`src/verilog/mem_stage_pkg.sv`:
```
package mem_stage_pkg;

    // data path width for RV64
    localparam int XLEN = 64;

    // major opcodes
    localparam logic [6:0] OPC_LOAD   = 7'b0000011;
    localparam logic [6:0] OPC_STORE  = 7'b0100011;
    localparam logic [6:0] OPC_SYSTEM = 7'b1110011;

    // access size codes, stores use only the first four
    localparam logic [2:0] F3_B  = 3'd0;
    localparam logic [2:0] F3_H  = 3'd1;
    localparam logic [2:0] F3_W  = 3'd2;
    localparam logic [2:0] F3_D  = 3'd3;
    localparam logic [2:0] F3_BU = 3'd4;
    localparam logic [2:0] F3_HU = 3'd5;
    localparam logic [2:0] F3_WU = 3'd6;

    // register forms of the csr instructions
    localparam logic [2:0] F3_CSRRW = 3'd1;
    localparam logic [2:0] F3_CSRRS = 3'd2;
    localparam logic [2:0] F3_CSRRC = 3'd3;

    // machine csr addresses
    localparam logic [11:0] CSR_MTVEC    = 12'h305;
    localparam logic [11:0] CSR_MSCRATCH = 12'h340;
    localparam logic [11:0] CSR_MEPC     = 12'h341;

    // loads and csrs are read as I-type, stores as S-type
    typedef union packed {
        struct packed {
            logic [11:0] imm;
            logic [4:0]  rs1;
            logic [2:0]  funct3;
            logic [4:0]  rd;
            logic [6:0]  opcode;
        } itype;
        struct packed {
            logic [6:0]  imm_hi;
            logic [4:0]  rs2;
            logic [4:0]  rs1;
            logic [2:0]  funct3;
            logic [4:0]  imm_lo;
            logic [6:0]  opcode;
        } stype;
    } instr_u;

endpackage
```
`src/verilog/mem_ctrl.sv`:
```
`timescale 1ns/1ps

module mem_ctrl (
    input  logic                           clk,
    input  logic                           arst_n_i,
    input  mem_stage_pkg::instr_u          instr_i,
    input  logic [mem_stage_pkg::XLEN-1:0] rs2_i,
    input  logic [mem_stage_pkg::XLEN-1:0] wb_data_i,
    output logic                           load_en_o,
    output logic                           store_en_o,
    output logic                           csr_en_o,
    output logic [2:0]                     size_o,
    output logic [mem_stage_pkg::XLEN-1:0] store_data_o
);

    logic       is_load;
    logic       is_store;
    logic       is_system;
    logic       prev_load_q;
    logic [4:0] prev_rd_q;
    logic       fwd_hit;

    assign is_load   = (instr_i.itype.opcode == mem_stage_pkg::OPC_LOAD);
    assign is_store  = (instr_i.stype.opcode == mem_stage_pkg::OPC_STORE);
    assign is_system = (instr_i.itype.opcode == mem_stage_pkg::OPC_SYSTEM);

    // funct3 sits at the same place in both views
    assign size_o = instr_i.itype.funct3;

    // funct3 of 7 is not a load size
    assign load_en_o  = is_load && (instr_i.itype.funct3 != 3'b111);
    // stores only exist for sizes b, h, w, d
    assign store_en_o = is_store && !instr_i.stype.funct3[2];

    // only the register csr forms are handled
    assign csr_en_o = is_system &&
                      ((instr_i.itype.funct3 == mem_stage_pkg::F3_CSRRW) ||
                       (instr_i.itype.funct3 == mem_stage_pkg::F3_CSRRS) ||
                       (instr_i.itype.funct3 == mem_stage_pkg::F3_CSRRC));

    // remember whether the last instruction was a load and where it went
    always_ff @(posedge clk or negedge arst_n_i) begin
        if (!arst_n_i) begin
            prev_load_q <= 1'b0;
        end else begin
            prev_load_q <= is_load;
        end
    end

    always_ff @(posedge clk) begin
        prev_rd_q <= instr_i.itype.rd;
    end

    // rs2 of this store is still being written back by the previous load
    assign fwd_hit = prev_load_q && (prev_rd_q == instr_i.stype.rs2);

    assign store_data_o = fwd_hit ? wb_data_i : rs2_i;

endmodule

```
`config.mk`:
```
export PLATFORM = sky130hd
export DESIGN_NAME = mem_ctrl
export DESIGN_NICKNAME = d
export VERILOG_FILES = /design/src/verilog/mem_stage_pkg.sv /design/src/verilog/mem_ctrl.sv
export SDC_FILE = /design/constraint.sdc
export NUM_CORES = 1
export LEC_CHECK = 0
export BUFFER_PORTS_ARGS = -buffer_cell sky130_fd_sc_hd__buf_2
export CAP_MARGIN = 10
export CORE_AREA = 2 2 90 92
export CTS_BUF_LIST = sky130_fd_sc_hd__clkbuf_2 sky130_fd_sc_hd__clkbuf_4 sky130_fd_sc_hd__clkbuf_8
export CTS_CLUSTER_DIAMETER = 100
export DETAILED_ROUTE_END_ITERATION = 8
export DIE_AREA = 0 0 92 94
export GPL_TIMING_DRIVEN = 0
export SKIP_LAST_GASP = 1
export SLEW_MARGIN = 10
export SYNTH_ARGS = -nofsm -noshare
export SYNTH_HDL_FRONTEND = slang
export SYNTH_SLANG_ARGS = --single-unit
```
`constraint.sdc`:
```
create_clock -name clk -period 6.1 [get_ports clk]
set_clock_uncertainty 0.15 [all_clocks]
set_input_delay 1.22 -clock clk [delete_from_list [all_inputs] [get_ports clk]]
set_output_delay 1.22 -clock clk [all_outputs]
set_load 0.005 [all_outputs]
```
==> impl_summary.txt <==
----------------------------------------------------
[Global routing]
  Met2 layer usage reported by global route ... 19.2%
  Initial antenna violation count ... 0
  Global routing's busiest layer ... met2
  Maximum number of pins on one net before global-route repair ... 11
  Via count of the first global-routing pass ... 1523
  Grt ovf ... 0
  Tot GR Track Use ... 9.11%
  GRT met3 Usage ... 1.36%
  Met1 Resource Use GR ... 9.15%
  First-pass GRT wire length ... 6.47 mm

[Place]
  GP Congestion ... 0.698
  Number of placed cells counting well taps ... 416
  Minimum setup slack after placement ... 1.94 ns
  Estimated wirelength of the detail-placed design ... 4.30 mm
  Placed Area ... 0.00256 sq mm
  PortBufs ... 219

[Clock network]
  Number of setup buffers added after CTS ... 0
  Post-CTS Resized ... 0
  TritonCTS clock tree ... built
  CTS H-tree depth ... 1
  Clock Sinks ... 6
  Worst-case clock buffer depth ... 2
  Clock root buffer master ... sky130_fd_sc_hd__clkbuf_8
  Total clock buffers created by CTS ... 3
  Clock-pin slew of the registers on the worst-case setup and hold paths ... 0.04 ns
  CTS hold repair buffers ... 0

[STA]
  Post-route fraction of the period consumed by the critical path ... 67.7%
  RSZ-0062 raised after global routing ... false
  Total count of hold-check failures in the final report ... 0
  Clock period minus final worst setup slack ... 4.13 ns
  Total of endpoints with negative setup slack in the final report ... 0
  Final worst slack ... 1.97 ns
  Final TNS setup ... 0 ns
  Remaining max-slew budget at the tightest pin ... 75.2%
  Max Fclk ... 242 MHz
  Worst slew pin tran ... 0.367 ns
  Final Max Slew Viols ... 0

[Route]
  Detailed Routing Iterations Pass 1 ... 4
  Detailed-route wire length per cell ... 11.2 microns
  Iter 0 DRT Violations ... 4
  Average vias per placed instance ... 3.86
  Drc violations ... 0
  Overall via count from detail_route ... 1620
  Routed WL ... 4.71 mm
  Post-route ant nets ... 0

[Final layout]
  Fraction of final layout cells sized beyond drive strength 1 ... 93.4%
  Layout Nets ... 481
  Area growth syn-to-layout ... 95.5%
  Post-route standard cell area excluding fillers ... 0.00261 sq mm
  Antenna cell count ... 0
  Final std cells w/o fill ... 420

[Worst setup path]
  Endpoint required time on the critical path ... 4.73 ns
  Setup Crit Path Kind ... input port to output port
  Critical path launch point type ... input port
  CP Max Fanout ... 10
  Arrival time of data at the critical path endpoint ... 2.76 ns
  Sort of element at the end of the critical path ... output port

[Synthesis]
  Synthesized netlist net count ... 257
  Fraction of the yosys area taken by sequential cells ... 9.39%
  Synth warn ... 0
  Synthesized instance count ... 95
  Unique cell type count in the Yosys netlist ... 18
  Mean instance size in the synthesized netlist ... 14.0 sq um
  Syn Std Cell Area ... 0.00133 sq mm
  Register bit count reported by yosys ... 6

[Hold path]
  Path category of the worst min-delay check ... input port to async pin

[Die]
  Die X ... 92 microns
  Starting density of the core ... 17.5%
  Overall die area ... 0.00865 sq mm
  Number of standard-cell rows in the floorplan ... 32
  Core region area ... 0.00761 sq mm
  Die height ... 94 microns
  Number of top-level pins ... 232

[Pwr]
  Internal portion of total power ... 0.169 mW
  Power spent charging and discharging nets ... 0.0521 mW
  Static Leakage ... 1.47 nW
  Register share of total power ... 19.1%
  Clock Power Share ... 30.9%
  Switching part of the total power ... 23.6%
  Combinational group share of total power ... 50.0%
  Worst VDD drop ... 0.119 mV
  Power density over cell area ... 84.9 mW/mm^2
  Total power after layout ... 0.221 mW

[Job]
  Max-cap violations ... 0

[Run status]
  Status ... finished, final reports clean

----------------------------------------------------
## cells in the final DEF, fill, tap and decap left out, drive strengths merged
| master | n |
|---|---|
| mux2 | 64 |
| buf | 229 |
| or3 | 1 |
| dfxtp | 5 |
| nor2 | 2 |
| xnor2 | 1 |
| and3 | 1 |
| nor4b | 1 |
| dfrtp | 1 |
| nor4 | 1 |
| o211ai | 1 |
| a311oi | 1 |
| clkbuf | 4 |
| nand3 | 1 |
| nor3b | 1 |
| xor2 | 4 |
## cells by family (layout without fill, tap and decap cells)
kind of cell	after synthesis	after routing	share of synthesized area (%)
AO/OA/AOI/OAI	2	2	1.22
multiplexers	64	64	71.0
flip-flops	6	6	9.39
XOR/XNOR	5	5	3.29
buffers and inverters	10	233	11.5
AND/OR/NAND/NOR	8	8	3.57
## flip-flops by register name, summed over array words and instances, names as in the netlist
name and count:
prev_load_q 1, prev_rd_q 5
## power by group through the flow
stage                     Sequential (mW)  Combinational [mW]  Clock, mW
final                              0.0422               0.111     0.0683
after global routing               0.0424               0.120     0.0726
after CTS                          0.0422               0.112     0.0703
after detailed placement           0.0428               0.112          0
after global placement             0.0427               0.110          0
after floorplan                    0.0426              0.0408          0
## final cells by class
class,count,area [sq um]
Fill cell,792,5000
Timing Repair Buffer,219,1100
Multi-Input combinational cell,79,1050
Buffer,10,154
Tap cell,102,128
Sequential cell,6,125
Clock buffer,4,48.8
## critical path, cell delays in order
cell and delay [ns]:
sky130_fd_sc_hd__buf_2 0.10, sky130_fd_sc_hd__xor2_1 0.15, sky130_fd_sc_hd__nor4_1 0.25, sky130_fd_sc_hd__and3_1 0.20
sky130_fd_sc_hd__buf_6 0.22, sky130_fd_sc_hd__buf_12 0.18, sky130_fd_sc_hd__mux2_4 0.31, sky130_fd_sc_hd__buf_2 0.13
## metal layers
layer / share of wire (%) / wire, microns / vias up
met5: 0 / 0 / -
met4: 0.64 / 30 / 0
met3: 10 / 493 / 2
met2: 56 / 2630 / 122
met1: 33 / 1560 / 693
li1: - / - / 803
## cell usage after synthesis
library cell	count	area share (%)
sky130_fd_sc_hd__a311oi_1	1	0.66
sky130_fd_sc_hd__and3_1	1	0.47
sky130_fd_sc_hd__buf_12	6	9.0
sky130_fd_sc_hd__buf_4	3	1.7
sky130_fd_sc_hd__buf_6	1	0.85
sky130_fd_sc_hd__dfrtp_1	1	1.9
sky130_fd_sc_hd__dfxtp_1	5	7.5
sky130_fd_sc_hd__mux2_2	4	3.4
sky130_fd_sc_hd__mux2_4	60	68
sky130_fd_sc_hd__nand3_1	1	0.38
sky130_fd_sc_hd__nor2_1	2	0.56
sky130_fd_sc_hd__nor3b_1	1	0.56
sky130_fd_sc_hd__nor4_1	1	0.47
sky130_fd_sc_hd__nor4b_1	1	0.66
sky130_fd_sc_hd__o211ai_1	1	0.56
sky130_fd_sc_hd__or3_1	1	0.47
sky130_fd_sc_hd__xnor2_1	1	0.66
sky130_fd_sc_hd__xor2_1	4	2.6
## worst paths after layout
kind	from	to	slack, ns	depth (start not counted)
worst max-delay path	instr_i[21]	store_data_o[25]	1.97	8
worst min-delay path	arst_n_i	prev_load_q	0.62	1
max in group asynchronous	arst_n_i	prev_load_q	5.09	1
min in group clk	instr_i[9]	prev_rd_q[2]	0.94	1
## metrics by stage
step	utilization, %	hold slack (ns)
after floorplan	-	0.774
after global placement	33.6	0.856
after detailed placement	33.6	0.856
after CTS	34.2	0.612
after global routing	34.2	0.609
final	34.2	0.615
(Power assumes the default switching activity.)
