[src/verilog/mem_stage_pkg.sv]
package mem_stage_pkg;

    // data path width for RV64
    localparam int XLEN = 64;

    // major opcodes
    localparam logic [6:0] OPC_LOAD   = 7'b0000011;
    localparam logic [6:0] OPC_STORE  = 7'b0100011;
    localparam logic [6:0] OPC_SYSTEM = 7'b1110011;

    // access size codes, stores use only the first four
    localparam logic [2:0] F3_B  = 3'd0;
    localparam logic [2:0] F3_H  = 3'd1;
    localparam logic [2:0] F3_W  = 3'd2;
    localparam logic [2:0] F3_D  = 3'd3;
    localparam logic [2:0] F3_BU = 3'd4;
    localparam logic [2:0] F3_HU = 3'd5;
    localparam logic [2:0] F3_WU = 3'd6;

    // register forms of the csr instructions
    localparam logic [2:0] F3_CSRRW = 3'd1;
    localparam logic [2:0] F3_CSRRS = 3'd2;
    localparam logic [2:0] F3_CSRRC = 3'd3;

    // machine csr addresses
    localparam logic [11:0] CSR_MTVEC    = 12'h305;
    localparam logic [11:0] CSR_MSCRATCH = 12'h340;
    localparam logic [11:0] CSR_MEPC     = 12'h341;

    // loads and csrs are read as I-type, stores as S-type
    typedef union packed {
        struct packed {
            logic [11:0] imm;
            logic [4:0]  rs1;
            logic [2:0]  funct3;
            logic [4:0]  rd;
            logic [6:0]  opcode;
        } itype;
        struct packed {
            logic [6:0]  imm_hi;
            logic [4:0]  rs2;
            logic [4:0]  rs1;
            logic [2:0]  funct3;
            logic [4:0]  imm_lo;
            logic [6:0]  opcode;
        } stype;
    } instr_u;

endpackage
[src/verilog/csr_unit.sv]
`timescale 1ns/1ps

module csr_unit (
    input  logic                           clk,
    input  logic                           arst_n_i,
    input  logic                           csr_en_i,
    input  mem_stage_pkg::instr_u          instr_i,
    input  logic [mem_stage_pkg::XLEN-1:0] operand_i,
    output logic [mem_stage_pkg::XLEN-1:0] csr_data_o,
    output logic [mem_stage_pkg::XLEN-1:0] mtvec_o
);

    logic [mem_stage_pkg::XLEN-1:0] mtvec_q;
    logic [mem_stage_pkg::XLEN-1:0] mscratch_q;
    logic [mem_stage_pkg::XLEN-1:0] mepc_q;
    logic [mem_stage_pkg::XLEN-1:0] old_val;
    logic [mem_stage_pkg::XLEN-1:0] new_val;
    logic                           wr_en;

    // read side, unknown addresses give zero
    always_comb begin
        case (instr_i.itype.imm)
            mem_stage_pkg::CSR_MTVEC:    old_val = mtvec_q;
            mem_stage_pkg::CSR_MSCRATCH: old_val = mscratch_q;
            mem_stage_pkg::CSR_MEPC:     old_val = mepc_q;
            default:                     old_val = '0;
        endcase
    end

    always_comb begin
        case (instr_i.itype.funct3)
            mem_stage_pkg::F3_CSRRS: new_val = old_val | operand_i;
            mem_stage_pkg::F3_CSRRC: new_val = old_val & ~operand_i;
            default:                 new_val = operand_i;
        endcase
    end

    // set and clear with x0 as source only read
    assign wr_en = csr_en_i &&
                   ((instr_i.itype.funct3 == mem_stage_pkg::F3_CSRRW) ||
                    (instr_i.itype.rs1 != 5'd0));

    always_ff @(posedge clk or negedge arst_n_i) begin
        if (!arst_n_i) begin
            mtvec_q    <= '0;
            mscratch_q <= '0;
            mepc_q     <= '0;
        end else if (wr_en) begin
            case (instr_i.itype.imm)
                mem_stage_pkg::CSR_MTVEC:    mtvec_q    <= new_val;
                mem_stage_pkg::CSR_MSCRATCH: mscratch_q <= new_val;
                mem_stage_pkg::CSR_MEPC:     mepc_q     <= new_val;
                default: begin
                end
            endcase
        end
    end

    // old value shows in the same cycle
    assign csr_data_o = csr_en_i ? old_val : '0;

    assign mtvec_o = mtvec_q;

endmodule

[config.mk]
export PLATFORM = sky130hd
export DESIGN_NAME = csr_unit
export DESIGN_NICKNAME = d
export VERILOG_FILES = /design/src/verilog/mem_stage_pkg.sv /design/src/verilog/csr_unit.sv
export SDC_FILE = /design/constraint.sdc
export NUM_CORES = 1
export LEC_CHECK = 0
export ABC_AREA = 0
export BUFFER_PORTS_ARGS = -buffer_cell sky130_fd_sc_hd__buf_4
export CAP_MARGIN = 10
export CORE_AREA = 2 2 158 160
export DETAILED_ROUTE_END_ITERATION = 10
export DIE_AREA = 0 0 160 162
export HOLD_SLACK_MARGIN = 0.12
export PLACE_DENSITY_LB_ADDON = 0.25
export SYNTH_ARGS = -nofsm -noshare
export SYNTH_HDL_FRONTEND = slang
export SYNTH_SLANG_ARGS = --single-unit
[constraint.sdc]
create_clock -name clk -period 2.3 [get_ports clk]
set_clock_uncertainty 0.1 [all_clocks]
set_input_delay 0.115 -clock clk [delete_from_list [all_inputs] [get_ports clk]]
set_output_delay 0.115 -clock clk [all_outputs]
set_load 0.02 [all_outputs]
==> insert_results.sql <==
INSERT INTO impl_metrics (metric_group, metric, value, unit) VALUES
('clock_network', 'clkSinkCount', '192', ''),
('yosys', 'yosysSeqAreaShare', '50.1', '%'),
('cells_and_area', 'layout.nets', '1364', ''),
('critical_path', 'timing.critical_path.mode_cell', 'sky130_fd_sc_hd__buf_4', ''),
('timing', 'finalWorstPathRequiredPeriod', '2.23', 'ns'),
('floorplanning', 'floorplan.initialDensity', '39.8', '%'),
('global_routing', 'grt_usage', '22.3', '%'),
('power', 'final_total_pwr', '7.11', 'mW'),
('timing', 'final_max_slew_violation_count', '0', ''),
('drt', 'post-route-drc-count', '0', ''),
('placement', 'dp.final_hpwl', '18600', 'um'),
('global_routing', 'grt_pass1_wl', '46500', 'um'),
('critical_path', 'endpoint_kind_of_the_worst_setup_timing_path', 'primary output', ''),
('power', 'p_leak', '6.37', 'nW'),
('critical_path', 'reg_to_reg_startpoint', 'mtvec_o[52]', ''),
('timing', 'layout_worst_path_cycle_share', '97.0', '%'),
('drt', 'detail-route-antenna-nets', '0', ''),
('floorplanning', 'die_y', '162', 'um'),
('critical_path', 'crit_path_cell_trace', 'buf_4 > buf_4 > or3_1 > nor3_4 > buf_4 > buf_12 > a22oi_1 > nor2_1 > buf_4', ''),
('yosys', 'synth_seq_cells', '192', ''),
('yosys', 'syn-mean-instance-area', '9.60', 'sq um'),
('drt', 'route.detailed.vias_per_inst', '5.36', ''),
('critical_path', 'timing.critical_path.depth', '9', ''),
('critical_path', 'path_buf_inv', '5', ''),
('timing', 'worst-slew-pin-transition', '1.09', 'ns'),
('cells_and_area', 'areaGrowthSynthToFinish', '36.5', '%'),
('clock_network', 'clock_tree.buffer_depth', '2', ''),
('job', 'drv.max_cap_violation_count', '0', ''),
('yosys', 'syn_nets', '1098', ''),
('clock_network', 'clkSlewWorstSetupHoldPaths', '0.08', 'ns'),
('clock_network', 'clock_latency', '0.42', 'ns'),
('critical_path', 'crit_path_start_kind', 'primary input', ''),
('yosys', 'yosys_warnings', '0', ''),
('cells_and_area', 'antenna_cells_inserted', '0', ''),
('floorplanning', 'core_area', '24100', 'sq um'),
('timing', 'rsz_0062_raised_after_global_routing', 'false', ''),
('timing', 'highest_clock_rate', '0.448', 'GHz'),
('outcome', 'run_status', 'finished clean', ''),
('clock_network', 'post_cts_buffers', '0', ''),
('power', 'worst_ir_drop_vdd', '0.450', 'mV'),
('floorplanning', 'placementRows', '57', ''),
('yosys', 'post_syn_instances', '999', ''),
('floorplanning', 'ios', '227', ''),
('critical_path', 'worst_path_dominant_cell_family', 'buffers and inverters', ''),
('clock_network', 'clockRootBuffer', 'sky130_fd_sc_hd__clkbuf_16', ''),
('timing', 'setup_failing_eps_final', '0', ''),
('clock_network', 'htree_num_levels', '4', ''),
('global_routing', 'gr-total-overflow', '0', ''),
('critical_path', 'r2r_cells', '4', ''),
('drt', 'drtPass1Iterations', '5', ''),
('critical_path', 'worst_path_largest_cell_delay', '0.43', 'ns'),
('timing', 'timing.max_slew.rel_slack', '27.3', '%'),
('placement', 'buffer_ports.inserted', '214', ''),
('critical_path', 'critical_path_required', '2.09', 'ns'),
('drt', 'via_count', '8580', ''),
('yosys', 'post_synth_instance_area', '9590', 'sq um'),
('cells_and_area', 'final_cell_count_no_fill', '1602', ''),
('power', 'power.density', '543', 'nW/um^2'),
('critical_path', 'worst-path-max-fanout', '24', ''),
('cells_and_area', 'drive_above_1_share', '28.8', '%'),
('global_routing', 'antenna_found_initial', '0', ''),
('timing', 'final.setup.worst_slack', '0.0699', 'ns'),
('placement', 'dp.cells', '1505', ''),
('worst_hold_path', 'worstHoldPathType', 'primary input to asynchronous set/reset pin', ''),
('critical_path', 'critical_path_startpoint', 'instr_i[25]', ''),
('global_routing', 'via_count_of_the_first_global_routing_pass', '8571', ''),
('placement', 'dpl_worst_slack', '-0.0672', 'ns'),
('floorplanning', 'fp.dieW', '160', 'um'),
('yosys', 'yosys.cell_types.count', '35', ''),
('drt', 'wl', '28900', 'um'),
('cells_and_area', 'fillCellCount', '2169', ''),
('critical_path', 'crit_arrival', '2.02', 'ns'),
('floorplanning', 'design.die.area', '25900', 'sq um'),
('critical_path', 'timing.critical_path.slowest_stage_cell', 'sky130_fd_sc_hd__or3_1', ''),
('drt', 'drt-wirelength-per-cell', '18.0', 'um'),
('clock_network', 'tritoncts.num_buffers', '17', ''),
('clock_network', 'cts_tree', 'done', ''),
('drt', 'first_iter_violations', '699', ''),
('placement', 'gpl.final_weighted_congestion', '0.767', ''),
('global_routing', 'largest_net_degree_at_the_start_of_global_routing', '76', ''),
('critical_path', 'worst-setup-path-type', 'primary input to primary output', ''),
('timing', 'finalHoldViolCount', '0', '');
==> metal layers <==
layer | vias up | global-route usage [%] | share of wire [%]
met1 | 4136 | 31.6 | 45
met5 | - | 0 | 0
met2 | 326 | 36.4 | 47
li1 | 4100 | - | -
met4 | 0 | 4.26 | 0.70
met3 | 18 | 3.91 | 7.1
==> registers in the layout, indices dropped and copies added, names as in the netlist <==
register and count:
mepc_q 64, mscratch_q 64, mtvec_o 64
==> final cells by class <==
| cell class | count | area (sq um) | area share [%] |
|---|---|---|---|
| tap | 324 | 405 | 3.10 |
| timing repair buffer | 325 | 2800 | 21.4 |
| clock inverter | 14 | 171 | 1.31 |
| inverter | 16 | 60.1 | 0.459 |
| sequential | 192 | 4800 | 36.7 |
| clock buffer | 18 | 439 | 3.35 |
| multi-input combinational | 713 | 4410 | 33.7 |
==> through the flow <==
| stage | instance area [sq um] | setup TNS (ns) | hold WS (ns) | util (%) |
|---|---|---|---|---|
| after floorplan | 9590 | 0 | -0.281 | - |
| after global placement | 11800 | -0.646 | 0.0961 | 49.1 |
| after global routing | 13100 | 0 | 0.253 | 54.3 |
| final | 13100 | 0 | 0.190 | 54.3 |
| after detailed placement | 11800 | -2.91 | 0.0959 | 49.1 |
| after CTS | 13100 | 0 | 0.199 | 54.3 |
==> cell usage after synthesis (all sizes together) <==
cell	count	share of area (%)
nand3b	1	0.078
nor4	1	0.22
nor2b	18	1.2
mux2	63	7.4
buf	36	2.1
nor2	179	7.0
o31ai	33	2.6
mux2i	16	1.7
o21ai	20	1.0
nor4b	2	0.34
nand3	1	0.10
or3	2	0.13
nand2	88	3.4
dfrtp	192	50
and4bb	1	0.13
nor3b	2	0.16
nand2b	1	0.065
a22o	48	4.4
a221oi	4	0.37
a21oi	129	6.7
a22oi	64	5.0
clkbuf	42	1.6
inv	16	0.63
or4	1	0.12
o31a	27	2.5
nand4	2	0.13
nor3	10	0.80
==> kinds of logic after synthesis <==
kind of cell | share of synthesized area, %
AND/OR/NAND/NOR | 13.9
buffers and inverters | 4.38
multiplexers | 9.06
flip-flops | 50.1
AO/OA/AOI/OAI | 22.6
==> cell usage in the layout (no fill, tap or decap), types with 14 or more instances in the layout <==
master / n
sky130_fd_sc_hd__dfrtp_1: 192
sky130_fd_sc_hd__buf_12: 15
sky130_fd_sc_hd__inv_1: 16
sky130_fd_sc_hd__a22o_1: 48
sky130_fd_sc_hd__buf_4: 244
sky130_fd_sc_hd__nor2_1: 179
sky130_fd_sc_hd__nor2b_1: 16
sky130_fd_sc_hd__o21ai_1: 14
sky130_fd_sc_hd__a21oi_1: 129
sky130_fd_sc_hd__a22oi_1: 64
sky130_fd_sc_hd__o31ai_1: 33
sky130_fd_sc_hd__clkbuf_16: 17
sky130_fd_sc_hd__o31a_1: 27
sky130_fd_sc_hd__mux2i_1: 16
sky130_fd_sc_hd__nand2_1: 87
sky130_fd_sc_hd__mux2_2: 62
sky130_fd_sc_hd__dlygate4sd3_1: 65
==> what timing repair did <==
| action | in CTS | in global routing |
|---|---|---|
| hold buffers | 65 | 0 |
| gates resized for setup | 0 | 0 |
| hold endpoints to repair | 365 | 0 |
==> path summary, 6_finish.rpt <==
path                                  end  slack (ns)
setup / recovery           csr_data_o[53]        0.07
min in group clk              mtvec_o[11]        0.21
hold / removal              mscratch_q[4]        0.19
max in group asynchronous       mepc_q[1]        1.26
hold reg to reg                mepc_q[52]        0.40
setup reg to reg               mepc_q[52]        0.78
==> report_power, final <==
| part | switching [mW] | internal, mW | total, mW |
|---|---|---|---|
| Sequential | 0.0137 | 3.39 | 3.41 |
| Combinational | 0.337 | 0.304 | 0.642 |
| Clock | 1.47 | 1.59 | 3.06 |
| Total | 1.82 | 5.29 | 7.11 |
Power figures use the tool's default switching activity.
