[src/verilog/mem_stage_pkg.sv]
package mem_stage_pkg;

    // data path width for RV64
    localparam int XLEN = 64;

    // major opcodes
    localparam logic [6:0] OPC_LOAD   = 7'b0000011;
    localparam logic [6:0] OPC_STORE  = 7'b0100011;
    localparam logic [6:0] OPC_SYSTEM = 7'b1110011;

    // access size codes, stores use only the first four
    localparam logic [2:0] F3_B  = 3'd0;
    localparam logic [2:0] F3_H  = 3'd1;
    localparam logic [2:0] F3_W  = 3'd2;
    localparam logic [2:0] F3_D  = 3'd3;
    localparam logic [2:0] F3_BU = 3'd4;
    localparam logic [2:0] F3_HU = 3'd5;
    localparam logic [2:0] F3_WU = 3'd6;

    // register forms of the csr instructions
    localparam logic [2:0] F3_CSRRW = 3'd1;
    localparam logic [2:0] F3_CSRRS = 3'd2;
    localparam logic [2:0] F3_CSRRC = 3'd3;

    // machine csr addresses
    localparam logic [11:0] CSR_MTVEC    = 12'h305;
    localparam logic [11:0] CSR_MSCRATCH = 12'h340;
    localparam logic [11:0] CSR_MEPC     = 12'h341;

    // loads and csrs are read as I-type, stores as S-type
    typedef union packed {
        struct packed {
            logic [11:0] imm;
            logic [4:0]  rs1;
            logic [2:0]  funct3;
            logic [4:0]  rd;
            logic [6:0]  opcode;
        } itype;
        struct packed {
            logic [6:0]  imm_hi;
            logic [4:0]  rs2;
            logic [4:0]  rs1;
            logic [2:0]  funct3;
            logic [4:0]  imm_lo;
            logic [6:0]  opcode;
        } stype;
    } instr_u;

endpackage
[src/verilog/load_align.sv]
`timescale 1ns/1ps

module load_align (
    input  logic [mem_stage_pkg::XLEN-1:0] rdata_i,
    input  logic [2:0]                     lane_i,
    input  logic [2:0]                     size_i,
    input  logic                           load_en_i,
    output logic [mem_stage_pkg::XLEN-1:0] result_o
);

    logic [7:0]                     sel_b;
    logic [15:0]                    sel_h;
    logic [31:0]                    sel_w;
    logic [mem_stage_pkg::XLEN-1:0] ext;

    // pick the addressed lanes, accesses are assumed aligned
    always_comb begin
        sel_b = rdata_i[8*lane_i +: 8];
        sel_h = rdata_i[16*lane_i[2:1] +: 16];
        sel_w = rdata_i[32*lane_i[2] +: 32];
    end

    always_comb begin
        case (size_i)
            mem_stage_pkg::F3_B: begin
                ext = {{(mem_stage_pkg::XLEN-8){sel_b[7]}}, sel_b};
            end
            mem_stage_pkg::F3_BU: begin
                ext = {{(mem_stage_pkg::XLEN-8){1'b0}}, sel_b};
            end
            mem_stage_pkg::F3_H: begin
                ext = {{(mem_stage_pkg::XLEN-16){sel_h[15]}}, sel_h};
            end
            mem_stage_pkg::F3_HU: begin
                ext = {{(mem_stage_pkg::XLEN-16){1'b0}}, sel_h};
            end
            mem_stage_pkg::F3_W: begin
                ext = {{(mem_stage_pkg::XLEN-32){sel_w[31]}}, sel_w};
            end
            mem_stage_pkg::F3_WU: begin
                ext = {{(mem_stage_pkg::XLEN-32){1'b0}}, sel_w};
            end
            mem_stage_pkg::F3_D: begin
                ext = rdata_i;
            end
            default: begin
                ext = '0;
            end
        endcase
    end

    // nothing on the result bus without a load
    assign result_o = load_en_i ? ext : '0;

endmodule

[config.mk]
export PLATFORM = sky130hd
export DESIGN_NAME = load_align
export DESIGN_NICKNAME = d
export VERILOG_FILES = /design/src/verilog/mem_stage_pkg.sv /design/src/verilog/load_align.sv
export SDC_FILE = /design/constraint.sdc
export NUM_CORES = 1
export LEC_CHECK = 0
export ABC_AREA = 1
export BUFFER_PORTS_ARGS = -buffer_cell sky130_fd_sc_hd__buf_2
export CAP_MARGIN = 10
export CORE_MARGIN = 3
export CORE_UTILIZATION = 30
export DETAILED_ROUTE_END_ITERATION = 16
export SYNTH_ARGS = -nofsm -noshare
export SYNTH_HDL_FRONTEND = slang
export SYNTH_SLANG_ARGS = --single-unit
[constraint.sdc]
create_clock -name vclk -period 2.85
set_input_delay 0.57 -clock vclk [all_inputs]
set_output_delay 0.57 -clock vclk [all_outputs]
set_load 0.1 [all_outputs]
==> results.toml, run 1 <==
[run_status]
status = "finished clean"

[floorplan]
core_sq_um = 8760
die-area_sq_um = 10300
start_util_pct = 31.1
rows = 34
chipHeight_um = 101
die_x_um = 101
io_pins = 135

[global_route]
grt-ovfl-total = 0
antenna_found_initial = 0
use_met3_pct = 2.75
grt_max_degree = 57
grt_pass1_vias = 3869
grt.busiest_layer = "met2"
grt_pass1_wl_mm = 19.0
grt_usage_pct = 22.2
grt_use_met1_pct = 30.2
grt.met2_usage_pct = 38.3

[layout]
drive_gt1_share_pct = 27.8
final_core_util_pct = 50.6
seq_cell_count = 0
syn2layout_area_growth_pct = 62.5
layout.nets = 753
ff_latch_area_sq_um = 0
final_area_sq_um = 4430
diodes = 0
clock_buffers = 0

[routing]
drt_iter0_drc = 365
detail-route-antenna-nets = 0
drc = 0
routedWlPerCell_um = 15.0
firstDrtPassIters = 5
vias = 4051
avgViaCountPerCell = 5.14
wl_mm = 11.8

[sta]
slew_headroom_pct = 55.8
setup_viol = 0
finalHoldViolations = 0
slew_violations = 0
fmax_ghz = 0.377
setup_slack_ns = 0.200
layout_min_cycle_time_ns = 2.65
timing.setup.tns_ns = 0
rsz0062_at_grt = "no"
post-route-period-util_pct = 93.0
worst_pin_slew_ns = 0.662

[yosys]
syn_area_per_cell_sq_um = 4.78
netlist_area_sq_um = 2730
synth_nets = 642
syn_inst = 571
synth-seq-area-share_pct = 0
yosysWarnings = 0
ys_types = 20

[pwr]
ir_worst_vdd_v = 0.000136
p_leak_nw = 2.65
power.density_nw_per_um2 = 280
total_power_w = 0.00124

[place]
hpwl_mm = 9.47
place_area_sq_um = 4430
gp_congestion = 0.891
portBuffers = 135
pre_cts_slack_ns = 0.239

[setup_path]
worstSetupStartpoint = "lane_i[1]"
required_ns = 2.28
path_max_fanout = 56
path_delay_family = "buffers and inverters"
cp_cell_sequence = "buf_2, inv_1, nand3_1, nand3_1, nand3_2, buf_12, a21oi_1, buf_12"
crit_type = "input pin to primary output"
crit_cells = 8
crit_slowest_cell = "a21oi_1"
crit_arrival_ns = 2.08
slowest_delay_ns = 0.33
cp-end-kind = "primary output"
start_kind = "input pin"
worst-path-buf-inv = 4
crit_end = "result_o[10]"

[clocking]
ctsHoldBuffers = 0
cts_resized = 0
post-cts-setup-buffers = 0

[worst_hold_path]
hold_class = "input pin to primary output"

[flow_run]
cap_violations = 0
-- cell usage after synthesis --
master    instances  area (sq um)
buf_6            10           113
nor3_1            1          5.00
nand3_2          20           200
nand2_2           1          6.26
o21ai_0          47           235
clkbuf_4          2          15.0
clkbuf_1          7          26.3
o211ai_1         14           105
buf_1             1          3.75
nor2_4            2          22.5
buf_2            17          85.1
a21oi_1          54           270
nand2_1         149           559
nand3_1          64           320
inv_1           115           432
nor2_1           35           131
o21ai_1           5          25.0
inv_2             3          11.3
buf_4             9          67.6
o22ai_1          15          93.8
-- power by group --
part	leakage, nW	total (W)	switching, W	internal, W
combinational	2.65	0.00124	0.000825	0.000417
clock	0	0	0	0
sequential	0	0	0	0
-- per-stage QoR --
stage	cells	hold slack, ns
after detailed placement	788	1.67
after floorplan	571	1.60
after global routing	788	1.71
after CTS	788	1.68
after global placement	788	1.66
final	788	1.68
-- final cells by class --
class	count	area [sq um]
fillers	926	4330
inverters	118	443
multi-input cells	407	2010
well taps	108	135
repair buffers	155	1850
-- cell families (layout without fill, tap and decap cells) --
group	Yosys count	in the layout	share of synthesized area, %
and+or+nand+nor	272	272	45.6
AOI/OAI and AO/OA	135	135	26.7
buffers and inverters	164	273	27.6
-- cells in the final DEF (no fill, tap or decap) --
master | synthesis | layout
nand2_2 | 1 | 1
buf_4 | 9 | 15
buf_2 | 17 | 71
nor2_1 | 35 | 35
a21oi_1 | 54 | 47
buf_12 | 0 | 69
nor2_4 | 2 | 2
inv_2 | 3 | 3
nand3_2 | 20 | 21
nor3_1 | 1 | 1
o22ai_1 | 15 | 15
a21oi_2 | 0 | 7
inv_1 | 115 | 115
o21ai_0 | 47 | 47
o21ai_1 | 5 | 5
nand3_1 | 64 | 63
nand2_1 | 149 | 149
o211ai_1 | 14 | 14
-- how the worst min path moves through the flow --
stage | startpoint | endpoint | slack (ns) | cells past startpoint
after floorplan | size_i[1] | result_o[0] | 1.60 | 3
after global placement | rdata_i[56] | result_o[56] | 1.66 | 6
after detailed placement | rdata_i[49] | result_o[49] | 1.67 | 6
after CTS | rdata_i[39] | result_o[39] | 1.68 | 6
after global routing | rdata_i[56] | result_o[56] | 1.71 | 6
final | rdata_i[49] | result_o[49] | 1.68 | 6
-- routing by layer --
metal  vias up  wire length [um]
li1       2027                 -
met1      1806              4950
met2       189              5690
met3        29               937
met4         0               206
met5         -                 0
(Power assumes the default switching activity.)
==> run 2: changes to the inputs <==
- ABC_AREA: 1 -> default
==> run 2 against run 1 <==
  * Die area down 24%
  * Final area is 1.3% higher
  * Power is 3.2% higher
  * Hold slack got worse by 0.097 ns
  * Global-route usage rose by 1.1 points
  * Synthesized cell count shrank 54%
  * Flip-flop and latch count did not move
  * Non-clock buffer count rose by 14
  * Setup slack worse by 0.18 ns
==> results.toml, run 2 <==
[run_status]
status = "finished clean"

[sta]
finalHoldViolations = 0
worst_pin_slew_ns = 0.526
layout_min_cycle_time_ns = 2.83
rsz0062_at_grt = "yes"
slew_headroom_pct = 64.9
post-route-period-util_pct = 99.3
setup_viol = 0
slew_violations = 0
fmax_ghz = 0.353
setup_slack_ns = 0.0210
whs_ns = 1.58

[global_route]
grt_pass1_vias = 2833
grt-ovfl-total = 0
grt_pass1_wl_mm = 14.5
antenna_found_initial = 0
grt_usage_pct = 23.3
grt_max_degree = 45

[place]
portBuffers = 135
gp_congestion = 0.910
hpwl_mm = 7.70
pre_cts_slack_ns = -0.0331

[setup_path]
crit_type = "input pin to primary output"
crit_arrival_ns = 2.26
start_kind = "input pin"
path_max_fanout = 12
cp-end-kind = "primary output"
required_ns = 2.28

[layout]
seq_cell_count = 0
drive_gt1_share_pct = 69.6
final_core_util_pct = 69.5
syn2layout_area_growth_pct = 121
final_common_cell = "buf_2"
final_cell_mix = "71 x buf_2, 68 x buf_12, 53 x a21oi_4"
layout.nets = 471
clock_buffers = 0
ff_latch_area_sq_um = 0
diodes = 0

[yosys]
yosys.cell_count.top_type = "nand2_1"
synth_nets = 333
synth_top_area_share_pct = 18.8
synth.largest_area_cell = "mux4_2"
netlist_area_sq_um = 2040
synth_area_leaders = "mux4_2 19%, a21oi_2 13%, mux2_2 9.4%"
syn_area_per_cell_sq_um = 7.77
yosysWarnings = 0
synth_commonest_cells = "47 x nand2_1, 32 x a21oi_1, 30 x a21oi_2"
ys_types = 38
synth-seq-area-share_pct = 0
syn_inst = 262

[routing]
routedWlPerCell_um = 20.0
detail-route-antenna-nets = 0
firstDrtPassIters = 5
drc = 0
vias = 2817
wl_mm = 9.51
avgViaCountPerCell = 5.93
drt_iter0_drc = 247

[flow_run]
cap_violations = 0

[worst_hold_path]
holdPathEnd = "result_o[47]"
hp-start = "rdata_i[47]"
worstHoldPathCells = 4
hold_class = "input pin to primary output"

[pwr]
power.density_nw_per_um2 = 285
p_leak_nw = 1.65
ir_worst_vdd_v = 0.000177

[floorplan]
chipHeight_um = 88.4
die-area_sq_um = 7810
core_sq_um = 6460
rows = 29
start_util_pct = 31.5
io_pins = 135
die_x_um = 88.4
## run 2: cell types whose count changed in the layout (fill, tap and decap cells not counted), moves of 18 or more
cell     delta
o21ai_0    -38
inv_1     -114
a21oi_1    -42
nand2_1   -104
nand3_1    -62
mux2i_1    +18
a21oi_4    +53
nor2_1     -29
nand3_2    -21
## run 2: cell families (layout without fill, tap and decap cells)
kind of cell,count (synthesis),after routing,synth area share (%)
compound gates,105,105,37.5
simple gates,69,69,14.9
mux,53,53,37.5
buf+inv,35,171,10.1
## run 2: critical path, cell delays in order
cell and delay [ns]:
buf_4 0.13, mux4_2 0.47, mux2i_2 0.20, o41a_2 0.19, o31a_4 0.22, buf_12 0.20, a21oi_4 0.08, buf_12 0.19
## run 2: what timing repair did
action	CTS	global route
buffers inserted	0	1
gates resized for setup	1	13
endpoints found under the setup margin	31	33
hold buffers	0	0
hold endpoints to repair	0	0
pin swaps	0	4
gates cloned	0	1
## run 2: per-layer routing
metal  share of wire (%)  vias up  wire (um)  track usage (%)
met3                 9.4       14        893             5.40
li1                    -     1292          -                -
met2                  49      139       4650             38.7
met5                   0        -          0                0
met4                 1.2        0        117             3.71
met1                  40     1372       3850             31.6
## run 2: worst max-delay path by stage
stage                 from            to  slack, ns  cells after the start
5_1_grt          lane_i[2]  result_o[56]      -0.04                      8
3_3_place_gp     lane_i[2]  result_o[62]      0.008                      8
3_5_place_dp     lane_i[2]  result_o[42]      -0.03                      8
6_report       rdata_i[31]  result_o[32]       0.02                      8
2_1_floorplan    size_i[1]  result_o[16]      -0.18                      5
4_1_cts          lane_i[2]  result_o[42]      0.002                      8
## run 2: metrics by stage
step                      setup TNS [ns]  total power, W  instance area [sq um]  instances
after floorplan                    -7.62        0.000839                   2610        262
after global placement                 0         0.00125                   4410        473
after detailed placement          -0.541         0.00126                   4410        473
after CTS                              0         0.00127                   4420        473
after global routing              -0.543         0.00133                   4490        475
final                                  0         0.00128                   4490        475
## run 2: final cells by class
class / count / area (sq um)
fill: 479 / 1970
inverter: 2 / 11.3
multi-input combinational: 227 / 2410
tap: 77 / 96.3
timing repair buffer: 169 / 1980
## run 2: report_power, final
group	total, W	leakage (nW)	internal [W]	switching, W
Combinational	0.00128	1.65	0.000477	0.000805
Clock	0	0	0	0
Sequential	0	0	0	0
Total	0.00128	1.65	0.000477	0.000805
