[config.mk]
export PLATFORM = sky130hd
export DESIGN_NAME = store_merge
export DESIGN_NICKNAME = d
export VERILOG_FILES = /design/src/verilog/mem_stage_pkg.sv /design/src/verilog/store_merge.sv
export SDC_FILE = /design/constraint.sdc
export NUM_CORES = 1
export LEC_CHECK = 0
export ABC_AREA = 1
export BUFFER_PORTS_ARGS = -buffer_cell sky130_fd_sc_hd__buf_2
export CAP_MARGIN = 10
export CORE_AREA = 2 2 77 79
export DETAILED_ROUTE_END_ITERATION = 6
export DIE_AREA = 0 0 79 81
export MAX_ROUTING_LAYER = met4
export PLACE_DENSITY = 0.83
export SLEW_MARGIN = 20
export SYNTH_ARGS = -nofsm -noshare
export SYNTH_HDL_FRONTEND = slang
export SYNTH_SLANG_ARGS = --single-unit
[constraint.sdc]
create_clock -name vclk -period 1.4
set_input_delay 0 -clock vclk [all_inputs]
set_output_delay 0 -clock vclk [all_outputs]
set_load 0.05 [all_outputs]
[src/verilog/mem_stage_pkg.sv]
package mem_stage_pkg;

    // data path width for RV64
    localparam int XLEN = 64;

    // major opcodes
    localparam logic [6:0] OPC_LOAD   = 7'b0000011;
    localparam logic [6:0] OPC_STORE  = 7'b0100011;
    localparam logic [6:0] OPC_SYSTEM = 7'b1110011;

    // access size codes, stores use only the first four
    localparam logic [2:0] F3_B  = 3'd0;
    localparam logic [2:0] F3_H  = 3'd1;
    localparam logic [2:0] F3_W  = 3'd2;
    localparam logic [2:0] F3_D  = 3'd3;
    localparam logic [2:0] F3_BU = 3'd4;
    localparam logic [2:0] F3_HU = 3'd5;
    localparam logic [2:0] F3_WU = 3'd6;

    // register forms of the csr instructions
    localparam logic [2:0] F3_CSRRW = 3'd1;
    localparam logic [2:0] F3_CSRRS = 3'd2;
    localparam logic [2:0] F3_CSRRC = 3'd3;

    // machine csr addresses
    localparam logic [11:0] CSR_MTVEC    = 12'h305;
    localparam logic [11:0] CSR_MSCRATCH = 12'h340;
    localparam logic [11:0] CSR_MEPC     = 12'h341;

    // loads and csrs are read as I-type, stores as S-type
    typedef union packed {
        struct packed {
            logic [11:0] imm;
            logic [4:0]  rs1;
            logic [2:0]  funct3;
            logic [4:0]  rd;
            logic [6:0]  opcode;
        } itype;
        struct packed {
            logic [6:0]  imm_hi;
            logic [4:0]  rs2;
            logic [4:0]  rs1;
            logic [2:0]  funct3;
            logic [4:0]  imm_lo;
            logic [6:0]  opcode;
        } stype;
    } instr_u;

endpackage
[src/verilog/store_merge.sv]
`timescale 1ns/1ps

module store_merge (
    input  logic [mem_stage_pkg::XLEN-1:0] rdata_i,
    input  logic [2:0]                     lane_i,
    input  logic [2:0]                     size_i,
    input  logic [mem_stage_pkg::XLEN-1:0] wdata_i,
    output logic [mem_stage_pkg::XLEN-1:0] merged_o
);

    logic [7:0]                     byte_en;
    logic [mem_stage_pkg::XLEN-1:0] wide;

    // replicate the store data across the doubleword and mark the lanes it owns
    always_comb begin
        byte_en = 8'h00;
        wide    = wdata_i;
        case (size_i)
            mem_stage_pkg::F3_B: begin
                byte_en = 8'h01 << lane_i;
                wide    = {8{wdata_i[7:0]}};
            end
            mem_stage_pkg::F3_H: begin
                byte_en = 8'h03 << {lane_i[2:1], 1'b0};
                wide    = {4{wdata_i[15:0]}};
            end
            mem_stage_pkg::F3_W: begin
                byte_en = 8'h0f << {lane_i[2], 2'b00};
                wide    = {2{wdata_i[31:0]}};
            end
            mem_stage_pkg::F3_D: begin
                byte_en = 8'hff;
                wide    = wdata_i;
            end
            default: begin
                byte_en = 8'h00;
            end
        endcase
    end

    // old bytes kept where the store does not reach
    always_comb begin
        for (int i = 0; i < 8; i++) begin
            if (byte_en[i]) begin
                merged_o[8*i +: 8] = wide[8*i +: 8];
            end else begin
                merged_o[8*i +: 8] = rdata_i[8*i +: 8];
            end
        end
    end

endmodule

==> results of run 1 <==
-- what timing repair did --
item                       CTS  global route
resized for setup            1            14
hold endpoints to repair     0             0
setup endpoints to repair    1            45
pin swaps                    0             2
buffers inserted             0             5
-- worst max-delay path, cell delays in order --
cell     delay [ns]
buf_2          0.15
nor2_4         0.15
buf_4          0.20
nand4_4        0.19
nand3_2        0.20
nand2_1        0.09
nand2_1        0.07
buf_2          0.26
-- cell usage in the layout, fill, tap and decap left out, drive strengths merged --
cell and n:
nor3 1, inv 17, diode 1, nand2 261
clkbuf 10, nor2 21, nand4 55, a21o 1
o21ai 2, nand3 71, buf 217
-- how the worst min path moves through the flow --
stage	slack, ns	endpoint
finish	0.39	merged_o[7]
global route	0.40	merged_o[7]
global placement	0.38	merged_o[2]
CTS	0.39	merged_o[7]
detailed placement	0.39	merged_o[7]
floorplan	0.32	merged_o[0]
-- metal layers --
| layer | up-vias | routed length (µm) |
|---|---|---|
| met5 | - | 0 |
| met4 | 0 | 208 |
| met3 | 30 | 804 |
| met2 | 231 | 4990 |
| met1 | 1745 | 3880 |
| li1 | 1923 | - |
-- layout make-up --
cell class                      instances  area, µm²  area share [%]
Tap cell                               75       93.8            2.72
Multi-Input combinational cell        412       1990            57.6
Antenna cell                            1       2.50          0.0725
Inverter                               17       68.8            1.99
Timing Repair Buffer                  227       1300            37.6
-- power by group through the flow --
| stage | logic, µW | registers, µW | clock network [µW] |
|---|---|---|---|
| floorplan | 1210 | 0 | 0 |
| global route | 1910 | 0 | 0.0000955 |
| global placement | 1720 | 0 | 0 |
| CTS | 1750 | 0 | 0 |
| detailed placement | 1750 | 0 | 0 |
| finish | 1780 | 0 | 0.0000954 |
-- through the flow --
stage / instances / worst slack, ns / util, % / setup TNS (ns) / hold slack [ns]
floorplan: 448 / 0.168 / - / 0 / 0.320
global placement: 726 / 0.108 / 59.1 / 0 / 0.384
detailed placement: 726 / -0.000876 / 59.1 / -0.000876 / 0.385
CTS: 726 / 0.0193 / 59.3 / 0 / 0.387
global route: 732 / -0.00235 / 60.8 / -0.00235 / 0.395
finish: 732 / 0.0907 / 60.8 / 0 / 0.387
-- cell families (layout without fill, tap and decap cells) --
| group | after synthesis | in the layout | synth area share [%] |
|---|---|---|---|
| simple gates | 409 | 409 | 89.9 |
| compound gates | 3 | 3 | 1.88 |
| other cells | 0 | 1 | 0 |
| buf+inv | 36 | 244 | 8.26 |
==> impl_results.md, run 1 <==
* Die Area at between 6000 and 7000 µm²
* Tmin final at between 1 and 1.5 ns
* Leak at between 0.002 and 0.0025 µW
* Fin. Hold Viols at 0
* Max-slew headroom at the worst pin at 77.9%
* Filler cells at slightly above 600
* Seq_cells at 0
* Routability cong. at between 0.9 and 1
* Critical path class: input port to primary output
* Hold_sp: rdata_i[7]
* Die W at slightly below 80 µm
* Syn Std Cell Area at around 2100 µm²
* Worst Setup EP: merged_o[26]
* Initial core utilization at 37.6%
* Most frequent cell after synthesis: nand2_1
* Worst Setup SP: size_i[1]
* Post-synth top cells: nand2_1, nand3_1, nand4_1
* DP HPWL at just over 8000 µm
* Fin area at 3450 µm²
* Synth cell types at 23
* Actual slew at the worst max-slew pin at approximately 0.33 ns
* F_max at around 760 MHz
* Critical Path RT at roughly 1.4 ns
* Initial DRC count at around 260
* Routing usage on met2 at a little over half
* Final WL at around 9900 µm
* Worst vdd ir at 0.402 mV
* Part of the power in registers at 0%
* Layout net count at roughly 790
* Sequential-to-total area share from yosys stat at 0%
* Largest net degree at the start of global routing at 35
* Area share of the largest cell type after synthesis at a little under half
* Total Power at roughly 1800 µW
* YS warnings at 0
* Vias at just under 4000
* Post-synth top area cell: nand2_1
* GR Layer Usage met1 at 35.0%
* Comb pwr share at between 90% and 100%
* IO Port Bufs at ~200
* I/O pins at slightly below 200
* Hold Path Cell Cnt at 4
* First-pass GRT wire length at between 10000 and 15000 µm
* Cells after Synth at 448
* Sw frac at between 70% and 80%
* Ranking of synthesized cells by area: nand2_1, nand4_1, nand3_1
* Synthesized area per cell at about 4.8 µm²
* Final-report setup violation count at 0
* WP data arrival at about 1.3 ns
* Slew Viols, Final at 0
* Area Growth Syn to Fin at 61.8%
* Busiest grt layer: met2
* Share of layout cells above drive strength 1 at 39.6%
* Antenna viol nets, final at 0
* Post-DP Area at 3360 µm²
* DRC Markers at 0
* Num rows at 28
* Status: finished, final reports clean
* Reg area at 0 µm²
* Cell Int Power at 530 µW
* Clock power frac at 0%
* Number of global-route vias before repair at about 3400
* Hold crit path type: input port to primary output
* Clkbuf count at 0
* Die H at between 80 and 90 µm
* Power Density at roughly 520 nW/µm²
* Core box area at 5680 µm²
* Maxcap violations at 0
* Hold buffers post-CTS at 0
* CP Capture Type: primary output
* Syn nets at 582
* Met3 Use GR at 1.33%
* Worst setup SP type: input port
* Final worst-path cycle share at 93.5%
* GRT overflow at 0
* Pre-Repair DR Iteration Count at 6
* Worst Path Max Fanout at 10
* All-Layer GR Usage at ~29%
* Wire per inst at around 13 µm
* Initial antenna violation count at 1
* Vias per cell at 5.37
* Psw at 1250 µW
No activity file was read; power rests on OpenSTA's default activity.
==> inputs of run 2 (changes only) <==
- ABC_AREA: 1 -> not set
- CORE_AREA: 2 2 77 79 -> 2 2 76 78
- DIE_AREA: 0 0 79 81 -> 0 0 78 80
- PLACE_DENSITY: 0.83 -> 0.79
==> run 2 against run 1 <==
The flow now finishes with violations (negative setup slack). Non-clock buffer count is 13 higher. Routed wire length is 0.14% higher. Highest routed layer unchanged. Cell count is 24% lower. Core utilization is 8.0 points higher.
==> impl_results.md, run 2 <==
* First-pass GRT wire length at 14000 µm (was 14800 µm)
* Routability cong. at 0.892 (was 0.991)
* Final WL at 9890 µm (was 9880 µm)
* Reg area at 0 µm² (unchanged)
* Initial DRC count at 321 (was 262)
* Worst Path Max Fanout at 11 (was 10)
* Num rows at 27 (was 28)
* Post-synth top area cell: mux2_2 (was nand2_1)
* Clkbuf count at 0 (unchanged)
* Initial core utilization at 33.5% (was 37.6%)
* Post-synth top cells: nand2_1, mux2_2, nor2_1 (was nand2_1, nand3_1, nand4_1)
* Cell Int Power at 774 µW (was 530 µW)
* DRC Markers at 0 (unchanged)
* Sequential-to-total area share from yosys stat at 0% (unchanged)
* Synthesized area per cell at 6.86 µm² (was 4.76 µm²)
* GRT overflow at 0 (unchanged)
* Total Power at 2010 µW (was 1780 µW)
* Commonest non-fill, non-tap cell in the layout: buf_2 (was nand2_1)
* CP max stage delay at 0.35 ns (was 0.26 ns)
* Ranking of synthesized cells by area: mux2_2, mux2i_1, a22o_1 (was nand2_1, nand4_1, nand3_1)
* Status: complete, but fails checks (was finished, final reports clean)
* Part of the power in registers at 0% (about the same)
* Critical path's top delay family: multiplexers (was simple AND/OR/NAND/NOR gates)
* Final non-filler cell total at 555 (was 732)
* WHS at 0.375 ns (was 0.387 ns)
* Die Area at 6240 µm² (was 6400 µm²)
* Worst vdd ir at 0.358 mV (was 0.402 mV)
* Slowest cell on crit path: mux2_2 (was buf_2)
* Max-slew headroom at the worst pin at 65.5% (was 77.9%)
* All-Layer GR Usage at 28.5% (was 28.9%)
* Comb pwr share at 100.0% (about the same)
* Synth cell types at 28 (was 23)
* Seq_cells at 0 (unchanged)
* Wire per inst at 17.8 µm (was 13.5 µm)
* Final worst-path cycle share at 100% (was 93.5%)
* Tmin final at 1.40 ns (was 1.31 ns)
* Share of layout cells above drive strength 1 at 68.3% (was 39.6%)
* Hold_sp: rdata_i[15] (was rdata_i[7])
* Inst Count DP at 547 (was 726)
* Final-report setup violation count at 1 (was 0)
* Vias per cell at 5.51 (was 5.37)
* F_max at 713 MHz (was 764 MHz)
* Die H at 80 µm (was 81 µm)
* Bufs and invs on worst path at 4 (was 3)
* IO Port Bufs at 198 (unchanged)
* Setup ws final at -0.00306 ns (was 0.0907 ns)
* Core box area at 5410 µm² (was 5680 µm²)
* Antenna viol nets, final at 0 (unchanged)
* Maxcap violations at 0 (unchanged)
* Cells after Synth at 264 (was 448)
* Die W at 78 µm (was 79 µm)
* Area Growth Syn to Fin at 106% (was 61.8%)
* Pre-Repair DR Iteration Count at 5 (was 6)
* Most frequent cell after synthesis: nand2_1 (unchanged)
* Power Density at 540 nW/µm² (was 517 nW/µm²)
* Fin area at 3720 µm² (was 3450 µm²)
* DP HPWL at 7870 µm (was 8070 µm)
* Number of global-route vias before repair at 2961 (was 3370)
* Crit-path cells: clkbuf_4, inv_2, o21ai_4, buf_12, mux2_2, mux2_2, buf_4 (was buf_2, nor2_4, buf_4, nand4_4, nand3_2, nand2_1, nand2_1, buf_2)
* Layout net count at 619 (was 792)
* Filler cells at 440 (was 611)
* Most frequent cells in the layout: buf_2, nand2_1, buf_4 (was nand2_1, buf_2, nand3_1)
* Leak at 0.00184 µW (was 0.00224 µW)
* WP data arrival at 1.40 ns (was 1.31 ns)
* Worst setup SP type: input port (unchanged)
* Psw at 1240 µW (was 1250 µW)
* Actual slew at the worst max-slew pin at 0.515 ns (was 0.330 ns)
* Failing checks: negative setup slack
* WHS Endpoint: merged_o[15] (was merged_o[7])
* Sw frac at 61.5% (was 70.3%)
* Critical path class: input port to primary output (unchanged)
* Clock power frac at 0% (about the same)
* Vias at 3057 (was 3929)
* Area share of the largest cell type after synthesis at 24.9% (was 45.0%)
* YS warnings at 0 (unchanged)
* Largest net degree at the start of global routing at 19 (was 35)
* Slew Viols, Final at 0 (unchanged)
* Critical Path RT at 1.40 ns (about the same)
* CP Capture Type: primary output (unchanged)
* Most used cell, CP: mux2_2
* Setup tns final at -0.00306 ns (was 0 ns)
* Hold Path Cell Cnt at 4 (unchanged)
* Initial antenna violation count at 0 (was 1)
* Hold crit path type: input port to primary output (unchanged)
* I/O pins at 198 (unchanged)
* Post-DP Area at 3400 µm² (was 3360 µm²)
* Fin. Hold Viols at 0 (unchanged)
* Syn nets at 398 (was 582)
* Syn Std Cell Area at 1810 µm² (was 2130 µm²)
* Diodes inserted at 0 (was 1)
==> run 2: kinds of logic (layout without fill, tap and decap cells) <==
| logic type | count (synthesis) | count (layout) | share of synthesized area [%] |
|---|---|---|---|
| compound gates | 84 | 84 | 34.6 |
| buf+inv | 33 | 252 | 8.56 |
| simple gates | 83 | 83 | 18.7 |
| mux | 64 | 64 | 38.1 |
==> run 2: worst max path at each step <==
| stage | from | to | slack (ns) | cells after the start |
|---|---|---|---|---|
| floorplan | size_i[0] | merged_o[11] | -0.16 | 6 |
| global placement | size_i[1] | merged_o[39] | -0.18 | 6 |
| detailed placement | size_i[1] | merged_o[38] | -0.24 | 6 |
| CTS | size_i[1] | merged_o[58] | -0.005 | 8 |
| global route | size_i[1] | merged_o[32] | -0.04 | 7 |
| finish | size_i[1] | merged_o[32] | -0.003 | 7 |
==> run 2: stage by stage <==
| stage | utilization, % | worst slack [ns] |
|---|---|---|
| 2_1_floorplan | - | -0.163 |
| 3_3_place_gp | 63.0 | -0.184 |
| 3_5_place_dp | 63.0 | -0.237 |
| 4_1_cts | 65.9 | -0.00534 |
| 5_1_grt | 68.9 | -0.0374 |
| 6_report | 68.9 | -0.00306 |
==> run 2: power by group through the flow <==
stage,Sequential [µW],Combinational [µW],Clock [µW]
after floorplan,0,1270,0
after global placement,0,1820,0
after detailed placement,0,1850,0
after CTS,0,1930,0
after global routing,0,2110,0
final,0,2010,0
==> run 2: area by class of cell <==
class | count | area [µm²] | area share [%]
inverter | 12 | 45.0 | 1.21
multi-input combinational | 231 | 2020 | 54.3
tap | 72 | 90.1 | 2.42
timing repair buffer | 240 | 1570 | 42.0
==> run 2: routing by layer <==
layer	vias up	wire length, µm	global-route usage (%)
met4	0	319	8.77
li1	1431	-	-
met5	-	0	-
met1	1422	3750	33.7
met3	32	667	2.26
met2	172	5160	51.6
==> run 2: timing repair <==
| action | CTS | global route |
|---|---|---|
| buffers inserted | 5 | 1 |
| pin swaps | 4 | 2 |
| hold buffers | 0 | 0 |
| gates cloned | 0 | 2 |
| setup endpoints to repair | 56 | 46 |
| gates resized for setup | 26 | 41 |
==> inputs of run 3 (changes only) <==
- CORE_AREA: 2 2 76 78 -> not set
- CORE_UTILIZATION: not set -> 33
- DIE_AREA: 0 0 78 80 -> not set
- PLACE_DENSITY: 0.79 -> 0.81
- clock period: 1.4 -> 1.1 ns (I/O delays scaled with it)
==> run 3 against run 2 <==
The run now fails in clock tree synthesis (4_1_cts). Synthesized area unchanged. Synthesized cell count unchanged.
==> impl_results.md, run 3 <==
* Compound-cell area share of the yosys netlist at 34.6% (unchanged)
* Synth cell types at 28 (unchanged)
* Die W at 76.1 µm (was 78 µm)
* Post-CTS Setup Repair Bufs at 17 (was 5)
* Initial core utilization at 34.8% (was 33.5%)
* Largest family of logic cells by synthesized area: multiplexers (unchanged)
* Pre-CTS WS at -0.399 ns (was -0.237 ns)
* Area share of the largest cell type after synthesis at 24.9% (unchanged)
* IO Port Bufs at 198 (unchanged)
* Multiplexer share of the synthesized area at 38.1% (unchanged)
* Syn Std Cell Area at 1810 µm² (unchanged)
* Err: [ERROR DPL-0038] Utilization greater than 100%, impossible to legalize
* Cells after Synth at 264 (unchanged)
* Routability cong. at 0.833 (was 0.892)
* Sequential-to-total area share from yosys stat at 0% (unchanged)
* I/O pins at 198 (unchanged)
* Syn nets at 398 (unchanged)
* Post-DP Area at 4040 µm² (was 3400 µm²)
* Inst Count DP at 570 (was 547)
* Post-Synth XOR/XNOR Area at 0% (unchanged)
* Num rows at 26 (was 27)
* Post-synth top area cell: mux2_2 (unchanged)
* Most frequent cell after synthesis: nand2_1 (unchanged)
* Synth Area in Simple Gates at 18.7% (unchanged)
* CTS resizes at 260 (was 26)
* Ranking of synthesized cells by area: mux2_2, mux2i_1, a22o_1 (unchanged)
* Die H at 76.1 µm (was 80 µm)
* Hold buffers post-CTS at 0 (unchanged)
* Synth Area in Adders at 0% (unchanged)
* DP HPWL at 7850 µm (was 7870 µm)
* Status: did not finish (was complete, but fails checks)
* Fail Step: clock tree synthesis (4_1_cts)
* Synthesized area per cell at 6.86 µm² (unchanged)
* YS warnings at 0 (unchanged)
* Post-synth top cells: nand2_1, mux2_2, nor2_1 (unchanged)
[run 3: logic make-up after synthesis]
group	count (synthesis)
simple gates	83
compound gates	84
mux	64
buf+inv	33
[run 3: stage by stage]
stage	setup TNS [ns]	utilization (%)
3_3_place_gp	-19.37	77.6
3_5_place_dp	-21.44	77.6
2_1_floorplan	-10.69	-
==> inputs of run 4 (changes only) <==
- CORE_UTILIZATION: 33 -> 25
- MAX_ROUTING_LAYER: met4 -> not set
- PLACE_DENSITY: 0.81 -> not set
- PLACE_DENSITY_LB_ADDON: not set -> 0.15
- clock period: 1.1 -> 1.43 ns (I/O delays scaled with it)
==> run 4 against run 3 <==
The flow now finishes, with violations (negative setup slack).
==> impl_results.md, run 4 (synthesis results as in run 2) <==
* Status: complete, but fails checks (was did not finish)
* Failing checks: negative setup slack
* I/O pins at 198 (unchanged)
* Critical Path RT at approximately 1.4 ns
* Seq_cells at 0
* All-Layer GR Usage at 22.1%
* Initial antenna violation count at 0
* Hold buffers post-CTS at 0 (unchanged)
* Worst setup SP type: input port
* Die Area at around 7600 µm²
* WP data arrival at between 1.5 and 2 ns
* Setup ws final at -0.0826 ns
* DRC Markers at 0
* GR Layer Usage met1 at between 20% and 30%
* Tmin final at about 1.5 ns
* Vias per cell at just over 5
* Commonest non-fill, non-tap cell in the layout: buf_2
* CP Capture Type: primary output
* Total Power at about 2000 µW
* GRT overflow at 0
* Routability cong. at 0.832 (was 0.833)
* Worst vdd ir at approximately 0.26 mV
* Maxcap violations at 0
* Area Growth Syn to Fin at 116%
* F_max at between 600 and 700 MHz
* Final non-filler cell total at a little under 600
* Most frequent cells in the layout: buf_2, buf_4, nand2_1
* Post-DP Area at 3460 µm² (was 4040 µm²)
* Actual slew at the worst max-slew pin at between 0.4 and 0.5 ns
* DP HPWL at 7410 µm (was 7850 µm)
* Antenna viol nets, final at 0
* Pre-Repair DR Iteration Count at 5
* Hold crit path type: input port to primary output
* Final-report setup violation count at 10
* Routing usage on met2 at between 40% and 50%
* Leak at slightly below 0.002 µW
* Worst Path Max Fanout at 8
* WHS at 0.349 ns
* Layout net count at approximately 630
* Num rows at 30 (was 26)
* Busiest grt layer: met2
* IO Port Bufs at 198 (unchanged)
* Core box area at between 6000 and 7000 µm²
* Reg area at 0 µm²
* Clkbuf count at 0
* Power Density at 520 nW/µm²
* Diodes inserted at 0
* Die W at 87.1 µm (was 76.1 µm)
* RSZ-0062 raised after global routing: yes
* Met3 Use GR at between 1 and 1.5%
* Critical path class: input port to primary output
* First-pass GRT wire length at approximately 13000 µm
* Wire per inst at 15.6 µm
* Share of layout cells above drive strength 1 at between 60% and 70%
* Inst Count DP at 580 (was 570)
* Initial core utilization at 26.2% (was 34.8%)
* Vias at about 3000
* Final worst-path cycle share at 106%
* Slew Viols, Final at 0
* Largest net degree at the start of global routing at 17
* Number of global-route vias before repair at about 2800
* Fin area at a little under 4000 µm²
* Initial DRC count at 85
* Hold Path Cell Cnt at 3
* Max-slew headroom at the worst pin at 67.4%
* Die H at 87.1 µm (was 76.1 µm)
* Fin. Hold Viols at 0
* Final WL at 9190 µm
-- run 4: per-layer routing --
metal	vias up	wire length (µm)
met2	124	4910
met4	0	105
met1	1391	3690
li1	1449	-
met3	10	490
met5	-	0
-- run 4: timing repair --
| item | 4_1_cts | 5_1_grt |
|---|---|---|
| pin swaps | 3 | 1 |
| endpoints found under the hold margin | 0 | 0 |
| endpoints found under the setup margin | 57 | 48 |
| setup buffers | 7 | 2 |
| resized for setup | 50 | 59 |
-- run 4: path summary, 6_finish.rpt --
kind                   startpoint  slack, ns           end
worst max-delay path    size_i[1]      -0.08  merged_o[37]
worst min-delay path  rdata_i[38]       0.35  merged_o[38]
-- run 4: through the flow --
step           utilization (%)  setup TNS (ns)  worst slack [ns]
2_1_floorplan                -           -2.14            -0.133
3_3_place_gp              50.2           -5.21            -0.198
3_5_place_dp              50.2           -6.75            -0.232
4_1_cts                   53.7          -0.622           -0.0657
5_1_grt                   56.5           -1.28            -0.120
6_report                  56.5          -0.472           -0.0826
-- run 4: area by class of cell --
type	instances	area [µm²]
fillers	658	3000
multi-input cells	231	2080
repair buffers	249	1660
well taps	96	120
inverters	12	48.8
-- run 4: critical path: stages --
cell        delay (ns)
buf_6             0.08
buf_6             0.11
clkinvlp_4        0.18
o21ai_4           0.22
buf_12            0.16
mux2_2            0.34
mux2_4            0.27
buf_8             0.15
-- run 4: power breakdown --
| group | switching [µW] | internal, µW | total, µW |
|---|---|---|---|
| Combinational | 1210 | 820 | 2030 |
| Clock | 0 | 0 | 0 |
| Sequential | 0 | 0 | 0 |
| Total | 1210 | 820 | 2030 |
